`src/include/core_consts.svh`:
```
// rv64i core constants
// widths and reset fetch address

`ifndef CORE_CONSTS_SVH
`define CORE_CONSTS_SVH

//////////////////////////////////////////////////
// datapath widths

`define CORE_XLEN     64              // data and address width
`define CORE_ILEN     32              // instruction word
`define CORE_RADDR_W  5               // register index

//////////////////////////////////////////////////
// reset state

`define CORE_PC_START 64'h8000_0000   // first fetch address

`endif

```
`src/hdl/core_pkg.sv`:
```
// rv64i core types
// opcodes, alu operations, instruction views

`include "core_consts.svh"

package core_pkg;

  // major opcodes of the supported subset
  typedef enum logic [6:0] {
    OPC_OP     = 7'b0110011,
    OPC_OP_IMM = 7'b0010011,
    OPC_JAL    = 7'b1101111,
    OPC_BRANCH = 7'b1100011
  } opcode_e;

  typedef enum logic [2:0] {
    ALU_ADD,
    ALU_SUB,
    ALU_AND,
    ALU_OR,
    ALU_XOR,
    ALU_EQ,     // branch compare, result in bit 0
    ALU_NE,
    ALU_PASS    // second operand through
  } alu_op_e;

  // register-register layout, also carries branch immediate bits
  typedef struct packed {
    logic [6:0]               funct7;
    logic [`CORE_RADDR_W-1:0] rs2;
    logic [`CORE_RADDR_W-1:0] rs1;
    logic [2:0]               funct3;
    logic [`CORE_RADDR_W-1:0] rd;
    opcode_e                  opcode;
  } r_fields_s;

  // immediate layout, also carries jal immediate bits
  typedef struct packed {
    logic [11:0]              imm;
    logic [`CORE_RADDR_W-1:0] rs1;
    logic [2:0]               funct3;
    logic [`CORE_RADDR_W-1:0] rd;
    opcode_e                  opcode;
  } i_fields_s;

  typedef union packed {
    r_fields_s r;
    i_fields_s i;
  } inst_u;

endpackage

```
`src/hdl/stage_if.sv`:
```
// stage link interfaces
// decode to execute, execute to writeback

`timescale 1ns/1ps
`include "core_consts.svh"

interface dec_exec_if import core_pkg::*; ();
  logic                     valid;      // one-cycle pulse
  alu_op_e                  alu_op;
  opcode_e                  opcode;
  logic [`CORE_XLEN-1:0]    op_a;
  logic [`CORE_XLEN-1:0]    op_b;       // rs2 or immediate
  logic [`CORE_XLEN-1:0]    imm;        // branch and jump offset
  logic [`CORE_RADDR_W-1:0] rd;
  logic                     rd_we;
  logic [`CORE_XLEN-1:0]    pc;
  logic [`CORE_XLEN-1:0]    pc_pred;    // pc+4 from fetch

  modport src (output valid, alu_op, opcode, op_a, op_b, imm, rd, rd_we, pc, pc_pred);
  modport dst (input  valid, alu_op, opcode, op_a, op_b, imm, rd, rd_we, pc, pc_pred);
endinterface

interface exec_wb_if ();
  logic                     valid;      // one-cycle pulse
  logic [`CORE_RADDR_W-1:0] rd;
  logic                     rd_we;
  logic [`CORE_XLEN-1:0]    result;
  logic [`CORE_XLEN-1:0]    pc;
  logic                     jump;       // taken branch or jal
  logic [`CORE_XLEN-1:0]    jump_addr;

  modport src (output valid, rd, rd_we, result, pc, jump, jump_addr);
  modport dst (input  valid, rd, rd_we, result, pc, jump, jump_addr);
endinterface

```
`src/hdl/fetch_unit.sv`:
```
// rv64i fetch unit
// bus fetch and jump redirection

`timescale 1ns/1ps
`include "core_consts.svh"

module fetch_unit (
  input  logic                  clk,
  input  logic                  rst,

  //////////////////////////////////////////////////
  // instruction bus
  input  logic                  i_bus_ack,
  input  logic [`CORE_ILEN-1:0] i_bus_rdata,
  output logic                  o_bus_req,
  output logic [`CORE_XLEN-1:0] o_bus_addr,

  //////////////////////////////////////////////////
  // writeback feedback and decode side
  input  logic                  i_wb_done,      // previous instruction retired
  input  logic                  i_pc_jmp,
  input  logic [`CORE_XLEN-1:0] i_pc_jmpaddr,
  output logic [`CORE_XLEN-1:0] o_pc,
  output logic [`CORE_XLEN-1:0] o_pc_pred,      // predicted next pc
  output logic [`CORE_ILEN-1:0] o_inst,
  output logic                  o_fetched       // word available pulse
);

  logic xfer_done;
  logic redirect;

  assign xfer_done = o_bus_req & i_bus_ack;

  // jump target differs from the sequential guess
  assign redirect = i_wb_done & i_pc_jmp & (i_pc_jmpaddr != o_pc_pred);

  // request level, one transfer per retired instruction
  always_ff @(posedge clk) begin
    if (rst) begin
      o_bus_req <= 1'b1;                  // first fetch straight out of reset
    end else if (xfer_done) begin
      o_bus_req <= 1'b0;
    end else if (i_wb_done) begin
      o_bus_req <= 1'b1;                  // restart
    end
  end

  // fetch address
  always_ff @(posedge clk) begin
    if (rst) begin
      o_bus_addr <= `CORE_PC_START;
    end else if (xfer_done) begin
      o_bus_addr <= o_bus_addr + 4;
    end else if (redirect) begin
      // holds the jump target until the next request goes out
      o_bus_addr <= i_pc_jmpaddr;
    end
  end

  always_ff @(posedge clk) begin
    if (rst) begin
      o_fetched <= 1'b0;
    end else begin
      o_fetched <= xfer_done;
    end
  end

  // word and its pc, held until the next transfer
  always_ff @(posedge clk) begin
    if (xfer_done) begin
      o_pc      <= o_bus_addr;
      o_pc_pred <= o_bus_addr + 4;
      o_inst    <= i_bus_rdata;
    end
  end

endmodule

```
`src/hdl/reg_file.sv`:
```
// integer register file
// two read ports, one write port

`timescale 1ns/1ps
`include "core_consts.svh"

module reg_file (
  input  logic                     clk,
  input  logic                     rst,
  input  logic [`CORE_RADDR_W-1:0] i_raddr_a,
  input  logic [`CORE_RADDR_W-1:0] i_raddr_b,
  input  logic                     i_we,
  input  logic [`CORE_RADDR_W-1:0] i_waddr,
  input  logic [`CORE_XLEN-1:0]    i_wdata,
  output logic [`CORE_XLEN-1:0]    o_rdata_a,
  output logic [`CORE_XLEN-1:0]    o_rdata_b
);

  logic [`CORE_XLEN-1:0] regs [0:31];     // entry 0 never written

  always_ff @(posedge clk) begin
    if (rst) begin
      for (int i = 0; i < 32; i++) begin
        regs[i] <= '0;
      end
    end else if (i_we && (i_waddr != '0)) begin
      regs[i_waddr] <= i_wdata;
    end
  end

  // combinational reads, x0 forced to zero
  assign o_rdata_a = (i_raddr_a == '0) ? '0 : regs[i_raddr_a];
  assign o_rdata_b = (i_raddr_b == '0) ? '0 : regs[i_raddr_b];

endmodule

```
`src/hdl/inst_decode.sv`:
```
// rv64i instruction decode
// operand read and immediate forming

`timescale 1ns/1ps
`include "core_consts.svh"

module inst_decode
  import core_pkg::*;
(
  input  logic                     clk,
  input  logic                     rst,
  input  logic                     i_fetched,
  input  logic [`CORE_XLEN-1:0]    i_pc,
  input  logic [`CORE_XLEN-1:0]    i_pc_pred,
  input  logic [`CORE_ILEN-1:0]    i_inst,
  input  logic [`CORE_XLEN-1:0]    i_rdata_a,
  input  logic [`CORE_XLEN-1:0]    i_rdata_b,
  output logic [`CORE_RADDR_W-1:0] o_raddr_a,
  output logic [`CORE_RADDR_W-1:0] o_raddr_b,
  dec_exec_if.src                  o_dx
);

  inst_u                 inst;
  logic [`CORE_XLEN-1:0] imm_i;
  logic [`CORE_XLEN-1:0] imm_b;
  logic [`CORE_XLEN-1:0] imm_j;
  logic [`CORE_XLEN-1:0] imm;
  alu_op_e               alu_op;
  logic                  use_imm;
  logic                  rd_we;

  assign inst = inst_u'(i_inst);

  //////////////////////////////////////////////////
  // immediates, all sign extended
  assign imm_i = {{(`CORE_XLEN-12){inst.i.imm[11]}}, inst.i.imm};
  // b-type bits sit in the funct7 and rd slots
  assign imm_b = {{(`CORE_XLEN-13){inst.r.funct7[6]}}, inst.r.funct7[6], inst.r.rd[0],
                  inst.r.funct7[5:0], inst.r.rd[4:1], 1'b0};
  // j-type spreads over imm, rs1 and funct3
  assign imm_j = {{(`CORE_XLEN-21){inst.i.imm[11]}}, inst.i.imm[11], inst.i.rs1,
                  inst.i.funct3, inst.i.imm[0], inst.i.imm[10:1], 1'b0};

  always_comb begin
    alu_op  = ALU_PASS;
    use_imm = 1'b0;
    rd_we   = 1'b0;
    imm     = imm_i;
    case (inst.r.opcode)
      OPC_OP: begin
        rd_we = 1'b1;
        case (inst.r.funct3)
          3'b000:  alu_op = inst.r.funct7[5] ? ALU_SUB : ALU_ADD;
          3'b100:  alu_op = ALU_XOR;
          3'b110:  alu_op = ALU_OR;
          3'b111:  alu_op = ALU_AND;
          default: rd_we  = 1'b0;   // unsupported funct, no-op
        endcase
      end
      OPC_OP_IMM: begin
        rd_we   = 1'b1;
        use_imm = 1'b1;
        case (inst.i.funct3)
          3'b000:  alu_op = ALU_ADD;
          3'b100:  alu_op = ALU_XOR;
          3'b110:  alu_op = ALU_OR;
          3'b111:  alu_op = ALU_AND;
          default: rd_we  = 1'b0;
        endcase
      end
      OPC_JAL: begin
        rd_we = 1'b1;               // link written in execute
        imm   = imm_j;
      end
      OPC_BRANCH: begin
        imm = imm_b;
        case (inst.r.funct3)
          3'b000:  alu_op = ALU_EQ;
          3'b001:  alu_op = ALU_NE;
          default: alu_op = ALU_PASS; // never taken
        endcase
      end
      default: ;                    // unknown opcode retires with no effect
    endcase
  end

  assign o_raddr_a = inst.r.rs1;
  assign o_raddr_b = inst.r.rs2;

  always_ff @(posedge clk) begin
    if (rst) begin
      o_dx.valid <= 1'b0;
    end else begin
      o_dx.valid <= i_fetched;
    end
  end

  always_ff @(posedge clk) begin
    if (i_fetched) begin
      o_dx.alu_op  <= alu_op;
      o_dx.opcode  <= inst.r.opcode;
      o_dx.op_a    <= i_rdata_a;
      o_dx.op_b    <= use_imm ? imm : i_rdata_b;
      o_dx.imm     <= imm;
      o_dx.rd      <= rd_we ? inst.r.rd : '0;   // rd reads zero when nothing is written
      o_dx.rd_we   <= rd_we;
      o_dx.pc      <= i_pc;
      o_dx.pc_pred <= i_pc_pred;
    end
  end

endmodule

```
`src/hdl/alu_execute.sv`:
```
// rv64i execute
// alu, branch compare and jump target

`timescale 1ns/1ps
`include "core_consts.svh"

module alu_execute
  import core_pkg::*;
(
  input  logic    clk,
  input  logic    rst,
  dec_exec_if.dst i_dx,
  exec_wb_if.src  o_xw
);

  logic [`CORE_XLEN-1:0] alu_res;
  logic [`CORE_XLEN-1:0] result;
  logic [`CORE_XLEN-1:0] target;
  logic                  taken;
  logic                  jump;

  always_comb begin
    case (i_dx.alu_op)
      ALU_ADD: alu_res = i_dx.op_a + i_dx.op_b;
      ALU_SUB: alu_res = i_dx.op_a - i_dx.op_b;
      ALU_AND: alu_res = i_dx.op_a & i_dx.op_b;
      ALU_OR:  alu_res = i_dx.op_a | i_dx.op_b;
      ALU_XOR: alu_res = i_dx.op_a ^ i_dx.op_b;
      ALU_EQ:  alu_res = {{(`CORE_XLEN-1){1'b0}}, i_dx.op_a == i_dx.op_b};
      ALU_NE:  alu_res = {{(`CORE_XLEN-1){1'b0}}, i_dx.op_a != i_dx.op_b};
      default: alu_res = i_dx.op_b;   // pass
    endcase
  end

  // only a real compare can take a branch
  assign taken  = ((i_dx.alu_op == ALU_EQ) || (i_dx.alu_op == ALU_NE)) && alu_res[0];
  assign target = i_dx.pc + i_dx.imm;

  always_comb begin
    result = alu_res;
    jump   = 1'b0;
    case (i_dx.opcode)
      OPC_JAL: begin
        result = i_dx.pc_pred;        // link is pc+4
        jump   = 1'b1;
      end
      OPC_BRANCH: jump = taken;
      default: ;
    endcase
  end

  always_ff @(posedge clk) begin
    if (rst) begin
      o_xw.valid <= 1'b0;
    end else begin
      o_xw.valid <= i_dx.valid;
    end
  end

  always_ff @(posedge clk) begin
    if (i_dx.valid) begin
      o_xw.rd        <= i_dx.rd;
      o_xw.rd_we     <= i_dx.rd_we;
      o_xw.result    <= result;
      o_xw.pc        <= i_dx.pc;
      o_xw.jump      <= jump;
      o_xw.jump_addr <= target;
    end
  end

endmodule

```
`src/hdl/writeback_stage.sv`:
```
// rv64i writeback
// register write, retire report, fetch restart

`timescale 1ns/1ps
`include "core_consts.svh"

module writeback_stage (
  input  logic                     clk,
  input  logic                     rst,
  exec_wb_if.dst                   i_xw,

  // register file write port
  output logic                     o_rf_we,
  output logic [`CORE_RADDR_W-1:0] o_rf_waddr,
  output logic [`CORE_XLEN-1:0]    o_rf_wdata,

  // back to fetch
  output logic                     o_wb_done,
  output logic                     o_pc_jmp,
  output logic [`CORE_XLEN-1:0]    o_pc_jmpaddr,

  // retire report
  output logic                     o_ret_valid,
  output logic [`CORE_XLEN-1:0]    o_ret_pc,
  output logic [`CORE_RADDR_W-1:0] o_ret_rd,
  output logic                     o_ret_we,
  output logic [`CORE_XLEN-1:0]    o_ret_data
);

  logic                     valid_q;
  logic [`CORE_RADDR_W-1:0] rd_q;
  logic                     we_q;
  logic [`CORE_XLEN-1:0]    data_q;
  logic [`CORE_XLEN-1:0]    pc_q;
  logic                     jump_q;
  logic [`CORE_XLEN-1:0]    jaddr_q;

  always_ff @(posedge clk) begin
    if (rst) begin
      valid_q <= 1'b0;
    end else begin
      valid_q <= i_xw.valid;
    end
  end

  always_ff @(posedge clk) begin
    if (i_xw.valid) begin
      rd_q    <= i_xw.rd;
      we_q    <= i_xw.rd_we;
      data_q  <= i_xw.result;
      pc_q    <= i_xw.pc;
      jump_q  <= i_xw.jump;
      jaddr_q <= i_xw.jump_addr;
    end
  end

  //////////////////////////////////////////////////
  // everything below comes from the one registered result
  assign o_rf_we      = valid_q & we_q;
  assign o_rf_waddr   = rd_q;
  assign o_rf_wdata   = data_q;

  assign o_wb_done    = valid_q;
  assign o_pc_jmp     = valid_q & jump_q;
  assign o_pc_jmpaddr = jaddr_q;

  assign o_ret_valid  = valid_q;
  assign o_ret_pc     = pc_q;
  assign o_ret_rd     = rd_q;
  assign o_ret_we     = we_q;
  assign o_ret_data   = data_q;

endmodule

```
`src/hdl/core_top.sv`:
```
// rv64i multi-cycle core
// stages, register file and bus ports

`timescale 1ns/1ps
`include "core_consts.svh"

module core_top (
  input  logic                     clk,
  input  logic                     rst,
  input  logic                     i_bus_ack,
  input  logic [`CORE_ILEN-1:0]    i_bus_rdata,
  output logic                     o_bus_req,
  output logic [`CORE_XLEN-1:0]    o_bus_addr,
  output logic                     o_ret_valid,
  output logic [`CORE_XLEN-1:0]    o_ret_pc,
  output logic [`CORE_RADDR_W-1:0] o_ret_rd,
  output logic                     o_ret_we,
  output logic [`CORE_XLEN-1:0]    o_ret_data
);

  // fetch to decode
  logic                     fetched;
  logic [`CORE_XLEN-1:0]    pc;
  logic [`CORE_XLEN-1:0]    pc_pred;
  logic [`CORE_ILEN-1:0]    inst;

  // register file
  logic [`CORE_RADDR_W-1:0] raddr_a;
  logic [`CORE_RADDR_W-1:0] raddr_b;
  logic [`CORE_XLEN-1:0]    rdata_a;
  logic [`CORE_XLEN-1:0]    rdata_b;
  logic                     rf_we;
  logic [`CORE_RADDR_W-1:0] rf_waddr;
  logic [`CORE_XLEN-1:0]    rf_wdata;

  // writeback to fetch
  logic                     wb_done;
  logic                     pc_jmp;
  logic [`CORE_XLEN-1:0]    pc_jmpaddr;

  dec_exec_if dx ();
  exec_wb_if  xw ();

  fetch_unit fetch_unit_i (
    .clk          (clk),
    .rst          (rst),
    .i_bus_ack    (i_bus_ack),
    .i_bus_rdata  (i_bus_rdata),
    .o_bus_req    (o_bus_req),
    .o_bus_addr   (o_bus_addr),
    .i_wb_done    (wb_done),
    .i_pc_jmp     (pc_jmp),
    .i_pc_jmpaddr (pc_jmpaddr),
    .o_pc         (pc),
    .o_pc_pred    (pc_pred),
    .o_inst       (inst),
    .o_fetched    (fetched)
  );

  reg_file reg_file_i (
    .clk       (clk),
    .rst       (rst),
    .i_raddr_a (raddr_a),
    .i_raddr_b (raddr_b),
    .i_we      (rf_we),
    .i_waddr   (rf_waddr),
    .i_wdata   (rf_wdata),
    .o_rdata_a (rdata_a),
    .o_rdata_b (rdata_b)
  );

  inst_decode inst_decode_i (
    .clk       (clk),
    .rst       (rst),
    .i_fetched (fetched),
    .i_pc      (pc),
    .i_pc_pred (pc_pred),
    .i_inst    (inst),
    .i_rdata_a (rdata_a),
    .i_rdata_b (rdata_b),
    .o_raddr_a (raddr_a),
    .o_raddr_b (raddr_b),
    .o_dx      (dx.src)
  );

  alu_execute alu_execute_i (
    .clk  (clk),
    .rst  (rst),
    .i_dx (dx.dst),
    .o_xw (xw.src)
  );

  writeback_stage writeback_stage_i (
    .clk          (clk),
    .rst          (rst),
    .i_xw         (xw.dst),
    .o_rf_we      (rf_we),
    .o_rf_waddr   (rf_waddr),
    .o_rf_wdata   (rf_wdata),
    .o_wb_done    (wb_done),
    .o_pc_jmp     (pc_jmp),
    .o_pc_jmpaddr (pc_jmpaddr),
    .o_ret_valid  (o_ret_valid),
    .o_ret_pc     (o_ret_pc),
    .o_ret_rd     (o_ret_rd),
    .o_ret_we     (o_ret_we),
    .o_ret_data   (o_ret_data)
  );

endmodule

```
`config.mk`:
```
export PLATFORM = sky130hd
export DESIGN_NAME = core_top
export DESIGN_NICKNAME = d
export VERILOG_FILES = /design/src/hdl/core_pkg.sv /design/src/hdl/stage_if.sv /design/src/hdl/fetch_unit.sv /design/src/hdl/reg_file.sv /design/src/hdl/inst_decode.sv /design/src/hdl/alu_execute.sv /design/src/hdl/writeback_stage.sv /design/src/hdl/core_top.sv
export VERILOG_INCLUDE_DIRS = /design/src /design/src/include
export SDC_FILE = /design/constraint.sdc
export NUM_CORES = 2
export LEC_CHECK = 0
export BUFFER_PORTS_ARGS = -buffer_cell sky130_fd_sc_hd__buf_2
export CAP_MARGIN = 15
export CORE_ASPECT_RATIO = 1.2
export CORE_UTILIZATION = 69
export CTS_CLUSTER_DIAMETER = 200
export CTS_CLUSTER_SIZE = 8
export DETAILED_ROUTE_END_ITERATION = 7
export GPL_TIMING_DRIVEN = 0
export HOLD_SLACK_MARGIN = 0.02
export PLACE_DENSITY_LB_ADDON = 0.1
export SLEW_MARGIN = 5
export SYNTH_ARGS = -nofsm -noshare
export SYNTH_HDL_FRONTEND = slang
export SYNTH_SLANG_ARGS = --single-unit
```
`constraint.sdc`:
```
create_clock -name clk -period 20.7 [get_ports clk]
set_input_delay 4.14 -clock clk [delete_from_list [all_inputs] [get_ports clk]]
set_output_delay 4.14 -clock clk [all_outputs]
set_load 0.01 [all_outputs]
```
==> flow_summary.json, run 1 <==
{
  "error_line": "[ERROR GRT-0116] Global routing finished with congestion. Check the congestion regions in the DRC Viewer.",
  "yosysWarnings": 0,
  "ios": 235,
  "grt_max_degree": 73,
  "htreeDepth": 5,
  "gp_congestion": 1.06,
  "cts_buffers": 413,
  "fp-row-count": 190,
  "synthFlopType": "edfxtp_1",
  "ys_types": 99,
  "synth_seq_cells": 2969,
  "clkSinkCount": 2969,
  "postCtsSetupRepairBufs": 0,
  "hpwl_mm": 480,
  "die_w_um": 434,
  "grtUsageTotal": 0.739,
  "netlist_instances": 10484,
  "clockBufferDepth": 4,
  "start_util": 0.694,
  "synth_area_per_cell_sq_um": 14.8,
  "stop_stage": "global routing (5_1_grt)",
  "grt_pass1_vias": 134367,
  "cts_root_buffer": "clkbuf_16",
  "cts_hold_buf": 0,
  "cts_resized": 0,
  "syn-cell-area_sq_mm": 0.155,
  "grt_overflow": 46,
  "async_flop_share": 0,
  "synth-edff-count": 2895,
  "ys_seq_area_frac": 0.571,
  "port_buffers": 234,
  "status": "did not finish",
  "grt_pass1_wl_mm": 1130,
  "die_h_um": 521
}
## stage by stage
step                      hold WS [ns]  setup WS, ns  instances  instance area (sq um)
after floorplan                  0.400         11.12      10547                 155000
after global placement           0.400          7.12      13757                 160000
after detailed placement         0.405         13.04      13900                 163000
after CTS                        0.379         13.87      14435                 174000
## cells by family after synthesis
family,after synthesis,share of synthesized area
AND/OR/NAND/NOR,3157,0.116
flip-flops,2969,0.571
multiplexers,1474,0.199
AO/OA/AOI/OAI,1213,0.0503
buffers and inverters,1171,0.0286
adder cells (fa/ha/maj),275,0.0224
XOR/XNOR,224,0.0127
other,1,0.0000242
## routing by layer
metal / GRT overflow / GRT usage
met5: 0 / 0.389
met4: 19 / 0.706
met3: 4 / 0.600
met2: 21 / 0.886
met1: 2 / 0.747
## synthesized netlist by cell type (13+ instances only)
cell type / number / area, sq um
edfxtp_1: 2895 / 86900
and2_1: 1999 / 12500
mux4_2: 1280 / 28800
clkbuf_1: 784 / 2940
a21oi_1: 404 / 2020
nor2_1: 382 / 1430
nand2_1: 292 / 1100
ha_1: 272 / 3400
o21ai_0: 242 / 1210
inv_1: 227 / 852
mux2i_1: 188 / 1880
xnor2_1: 176 / 1540
buf_1: 137 / 514
nand3_1: 88 / 440
nor3_1: 87 / 435
nand4_1: 75 / 469
dfxtp_1: 74 / 1480
a21o_1: 72 / 541
o21bai_1: 55 / 413
a211oi_1: 52 / 390
xor2_1: 48 / 420
nor4_1: 41 / 257
or2_2: 40 / 250
o211ai_1: 38 / 285
a22oi_1: 34 / 255
nor2b_1: 32 / 200
o31ai_1: 32 / 240
a31oi_1: 31 / 194
and3_1: 31 / 194
a221oi_1: 22 / 193
o21a_1: 20 / 150
nand2b_1: 19 / 119
o22ai_1: 19 / 119
or3_1: 17 / 106
buf_2: 16 / 80.1
a22o_1: 15 / 131
a221o_1: 14 / 140
a2111oi_0: 13 / 114
==> run 2, diff against run 1 <==
--- a/config.mk
+++ b/config.mk
@@ -8,14 +8,10 @@
 export LEC_CHECK = 0
 export BUFFER_PORTS_ARGS = -buffer_cell sky130_fd_sc_hd__buf_2
 export CAP_MARGIN = 15
-export CORE_ASPECT_RATIO = 1.2
-export CORE_UTILIZATION = 69
-export CTS_CLUSTER_DIAMETER = 200
-export CTS_CLUSTER_SIZE = 8
+export CORE_UTILIZATION = 40
 export DETAILED_ROUTE_END_ITERATION = 7
 export GPL_TIMING_DRIVEN = 0
-export HOLD_SLACK_MARGIN = 0.02
-export PLACE_DENSITY_LB_ADDON = 0.1
+export PLACE_DENSITY_LB_ADDON = 0.15
 export SLEW_MARGIN = 5
 export SYNTH_ARGS = -nofsm -noshare
 export SYNTH_HDL_FRONTEND = slang
==> run 2 against run 1 <==
The flow now finishes, with violations (design-rule violations); synthesized area did not move; synthesized cell count unchanged.
==> flow_summary.json, run 2 <==
{
  "fin_crit_sh": 0.351,
  "crit_path_end": "reg_file_i.regs[22][47]",
  "hpwl_mm": 508,
  "clock_power_share": 0.395,
  "ios": 235,
  "gp_congestion": 0.981,
  "yosysMostFrequentCell": "edfxtp_1",
  "critPathLaunch": "rst",
  "layout_common_cells": "edfxtp_1, and2_1, mux4_2",
  "synth_seq_cells": 2969,
  "hold_path_class": "reg2reg",
  "clock.fmax_mhz": 137,
  "period_needed_ns": 7.28,
  "finClkSkew_ns": 0.0602,
  "via_per_inst": 6.34,
  "cp_max_fo": 38,
  "antenna_found_initial": 74,
  "core-area_sq_mm": 0.385,
  "hold_viol_final": 0,
  "min_from": "alu_execute_i.o_xw.jump_addr[60]",
  "violations": "design-rule violations",
  "synth-edff-count": 2895,
  "drcViolationCount": 14,
  "htreeDepth": 5,
  "max_stage_delay_ns": 0.89,
  "ys_seq_area_frac": 0.571,
  "peakVddDrop_v": 0.0000637,
  "setup_viol": 0,
  "cap_viol_max_count": 0,
  "detailed_place.area_sq_mm": 0.167,
  "slowest_stage": "or2_4",
  "r2r-end": "alu_execute_i.o_xw.result[51]",
  "routed_wl_mm": 678,
  "critPathRequiredTime_ns": 21.30,
  "reg2reg_depth": 14,
  "synthFlopType": "edfxtp_1",
  "ys_types": 99,
  "postCtsSetupRepairBufs": 0,
  "clk_pin_slew_worst_paths_ns": 0.06,
  "netlist_instances": 10484,
  "clkSinkCount": 2969,
  "cts_buffers": 342,
  "cts_tree": "built",
  "tightest_slew_ns": 1.39,
  "reg2reg_slack_ns": 14.32,
  "p_leak_nw": 63.3,
  "port_buffers": 234,
  "drt_first_pass_iters": 8,
  "yosysWarnings": 0,
  "net-switching-power_mw": 4.27,
  "status": "finished, violations left",
  "synth_top_area_cell": "edfxtp_1",
  "grt_overflow": 0,
  "grtUsageTotal": 0.343,
  "die_area_sq_mm": 0.390,
  "final_layout_size_suffix_gt1_frac": 0.210,
  "fp-row-count": 228,
  "die_h_um": 624,
  "r2r-start": "inst_decode_i.o_dx.op_b[4]",
  "ant_nets": 0,
  "layout_commonest_cell": "edfxtp_1",
  "largest_register": "reg_file_i.regs",
  "netSwitchingFraction": 0.278,
  "grt_setup_unrepaired": "no",
  "finalSetupTns_ns": 0,
  "p_seq_frac": 0.455,
  "syn-cell-area_sq_mm": 0.155,
  "start_util": 0.402,
  "combPwrFrac": 0.150,
  "nNetsFinal": 11647,
  "synth.top_cells.by_area": "edfxtp_1, mux4_2, and2_1, ha_1, clkbuf_1",
  "largest_reg_flops": 2048,
  "synthTopCellsByCount": "edfxtp_1, and2_1, mux4_2, clkbuf_1, a21oi_1",
  "final_cells": 16859,
  "worstPathArrival_ns": 7.88,
  "cts_hold_buf": 0,
  "design_area_sq_mm": 0.178,
  "area_delta_synth_final_pct": 15.0,
  "clockBufferDepth": 4,
  "synth_top_area_frac": 0.561,
  "grt_pass1_wl_mm": 902,
  "via_count": 106870,
  "wl_per_cell_um": 40.2,
  "grt_max_degree": 70,
  "slew_viol_final": 0,
  "slew_headroom": 0.0725,
  "cellPowerDensity_mw_per_mm2": 86.3,
  "synth_area_per_cell_sq_um": 14.8,
  "async_flop_share": 0,
  "clock_latency_ns": 0.99,
  "place_inst": 16138,
  "power.internal_mw": 11.1,
  "cts_root_buffer": "clkbuf_16",
  "start_kind": "primary input",
  "nFillCells": 33963,
  "path_cells": "buf_2 > nor2_1 > nand3b_1 > nor3_1 > clkbuf_2 > or2_4 > buf_16",
  "endpoint_kind": "flip-flop",
  "die_w_um": 624,
  "cts_resized": 0,
  "timing_worst_setup_path_type": "in2reg",
  "grt_pass1_vias": 103594,
  "drtIter0Drc": 16212
}
-- run 2: cell counts after synthesis --
No cell type changed its count.
-- run 2: cells by family (layout without fill, tap and decap cells) --
group                      count (synthesis)  count (layout)  synth area share
adders and majority gates                275             275            0.0224
DFF                                     2969            2969             0.571
xor gates and xnor gates                 224             224            0.0127
buffers and inverters                   1171            2227            0.0286
and+or+nand+nor                         3157            3157             0.116
muxes                                   1474            1474             0.199
AOI/OAI and AO/OA                       1213            1213            0.0503
other                                      1             145         0.0000242
-- run 2: worst min path at each step --
stage | endpoint | slack [ns] | cells past startpoint
after floorplan | alu_execute_i.o_xw.rd[0] | 0.40 | 0
after global placement | inst_decode_i.o_dx.pc[49] | 0.40 | 0
after detailed placement | inst_decode_i.o_dx.pc[23] | 0.40 | 0
after CTS | writeback_stage_i.o_pc_jmpaddr[61] | 0.41 | 0
after global routing | writeback_stage_i.o_pc_jmpaddr[61] | 0.41 | 0
final | writeback_stage_i.o_pc_jmpaddr[60] | 0.40 | 0
-- run 2: worst max-delay path: cells and delay by family --
kind / cells / cell delay [ns]
simple gates: 4 / 2.41
buf+inv: 3 / 1.16
-- run 2: area by class of cell --
| class | count | area (sq um) | area share |
|---|---|---|---|
| Sequential cell | 2969 | 88400 | 0.496 |
| Multi-Input combinational cell | 6407 | 62300 | 0.350 |
| Clock buffer | 401 | 8900 | 0.0499 |
| Tap cell | 5175 | 6470 | 0.0364 |
| Timing Repair Buffer | 446 | 5240 | 0.0294 |
| Buffer | 940 | 3720 | 0.0209 |
| Clock inverter | 209 | 1990 | 0.0112 |
| Inverter | 231 | 867 | 0.00487 |
| Antenna cell | 81 | 203 | 0.00114 |
-- run 2: through the flow --
stage | setup WS (ns) | util | hold WS [ns] | power [mW]
floorplan | 11.12 | - | 0.400 | 8.29
global placement | 6.03 | 0.422 | 0.401 | 9.29
detailed placement | 12.85 | 0.432 | 0.405 | 9.36
CTS | 13.85 | 0.461 | 0.405 | 15.3
global route | 13.64 | 0.462 | 0.412 | 15.7
finish | 13.42 | 0.462 | 0.400 | 15.4
-- run 2: routing by layer --
metal,vias up,share of wire,global-route usage
met5,-,0.00031,0.00198
met4,14,0.060,0.174
met3,1318,0.11,0.0937
met2,7111,0.43,0.503
met1,56346,0.39,0.466
li1,42081,-,-
-- run 2: power groups by stage --
stage / logic, mW / clock network (mW) / registers (mW)
2_1_floorplan: 1.22 / 0 / 7.07
3_3_place_gp: 2.13 / 0 / 7.17
3_5_place_dp: 2.24 / 0 / 7.12
4_1_cts: 2.25 / 6.10 / 6.99
5_1_grt: 2.35 / 6.32 / 7.01
6_report: 2.31 / 6.07 / 7.00
(Power assumes the default switching activity.)
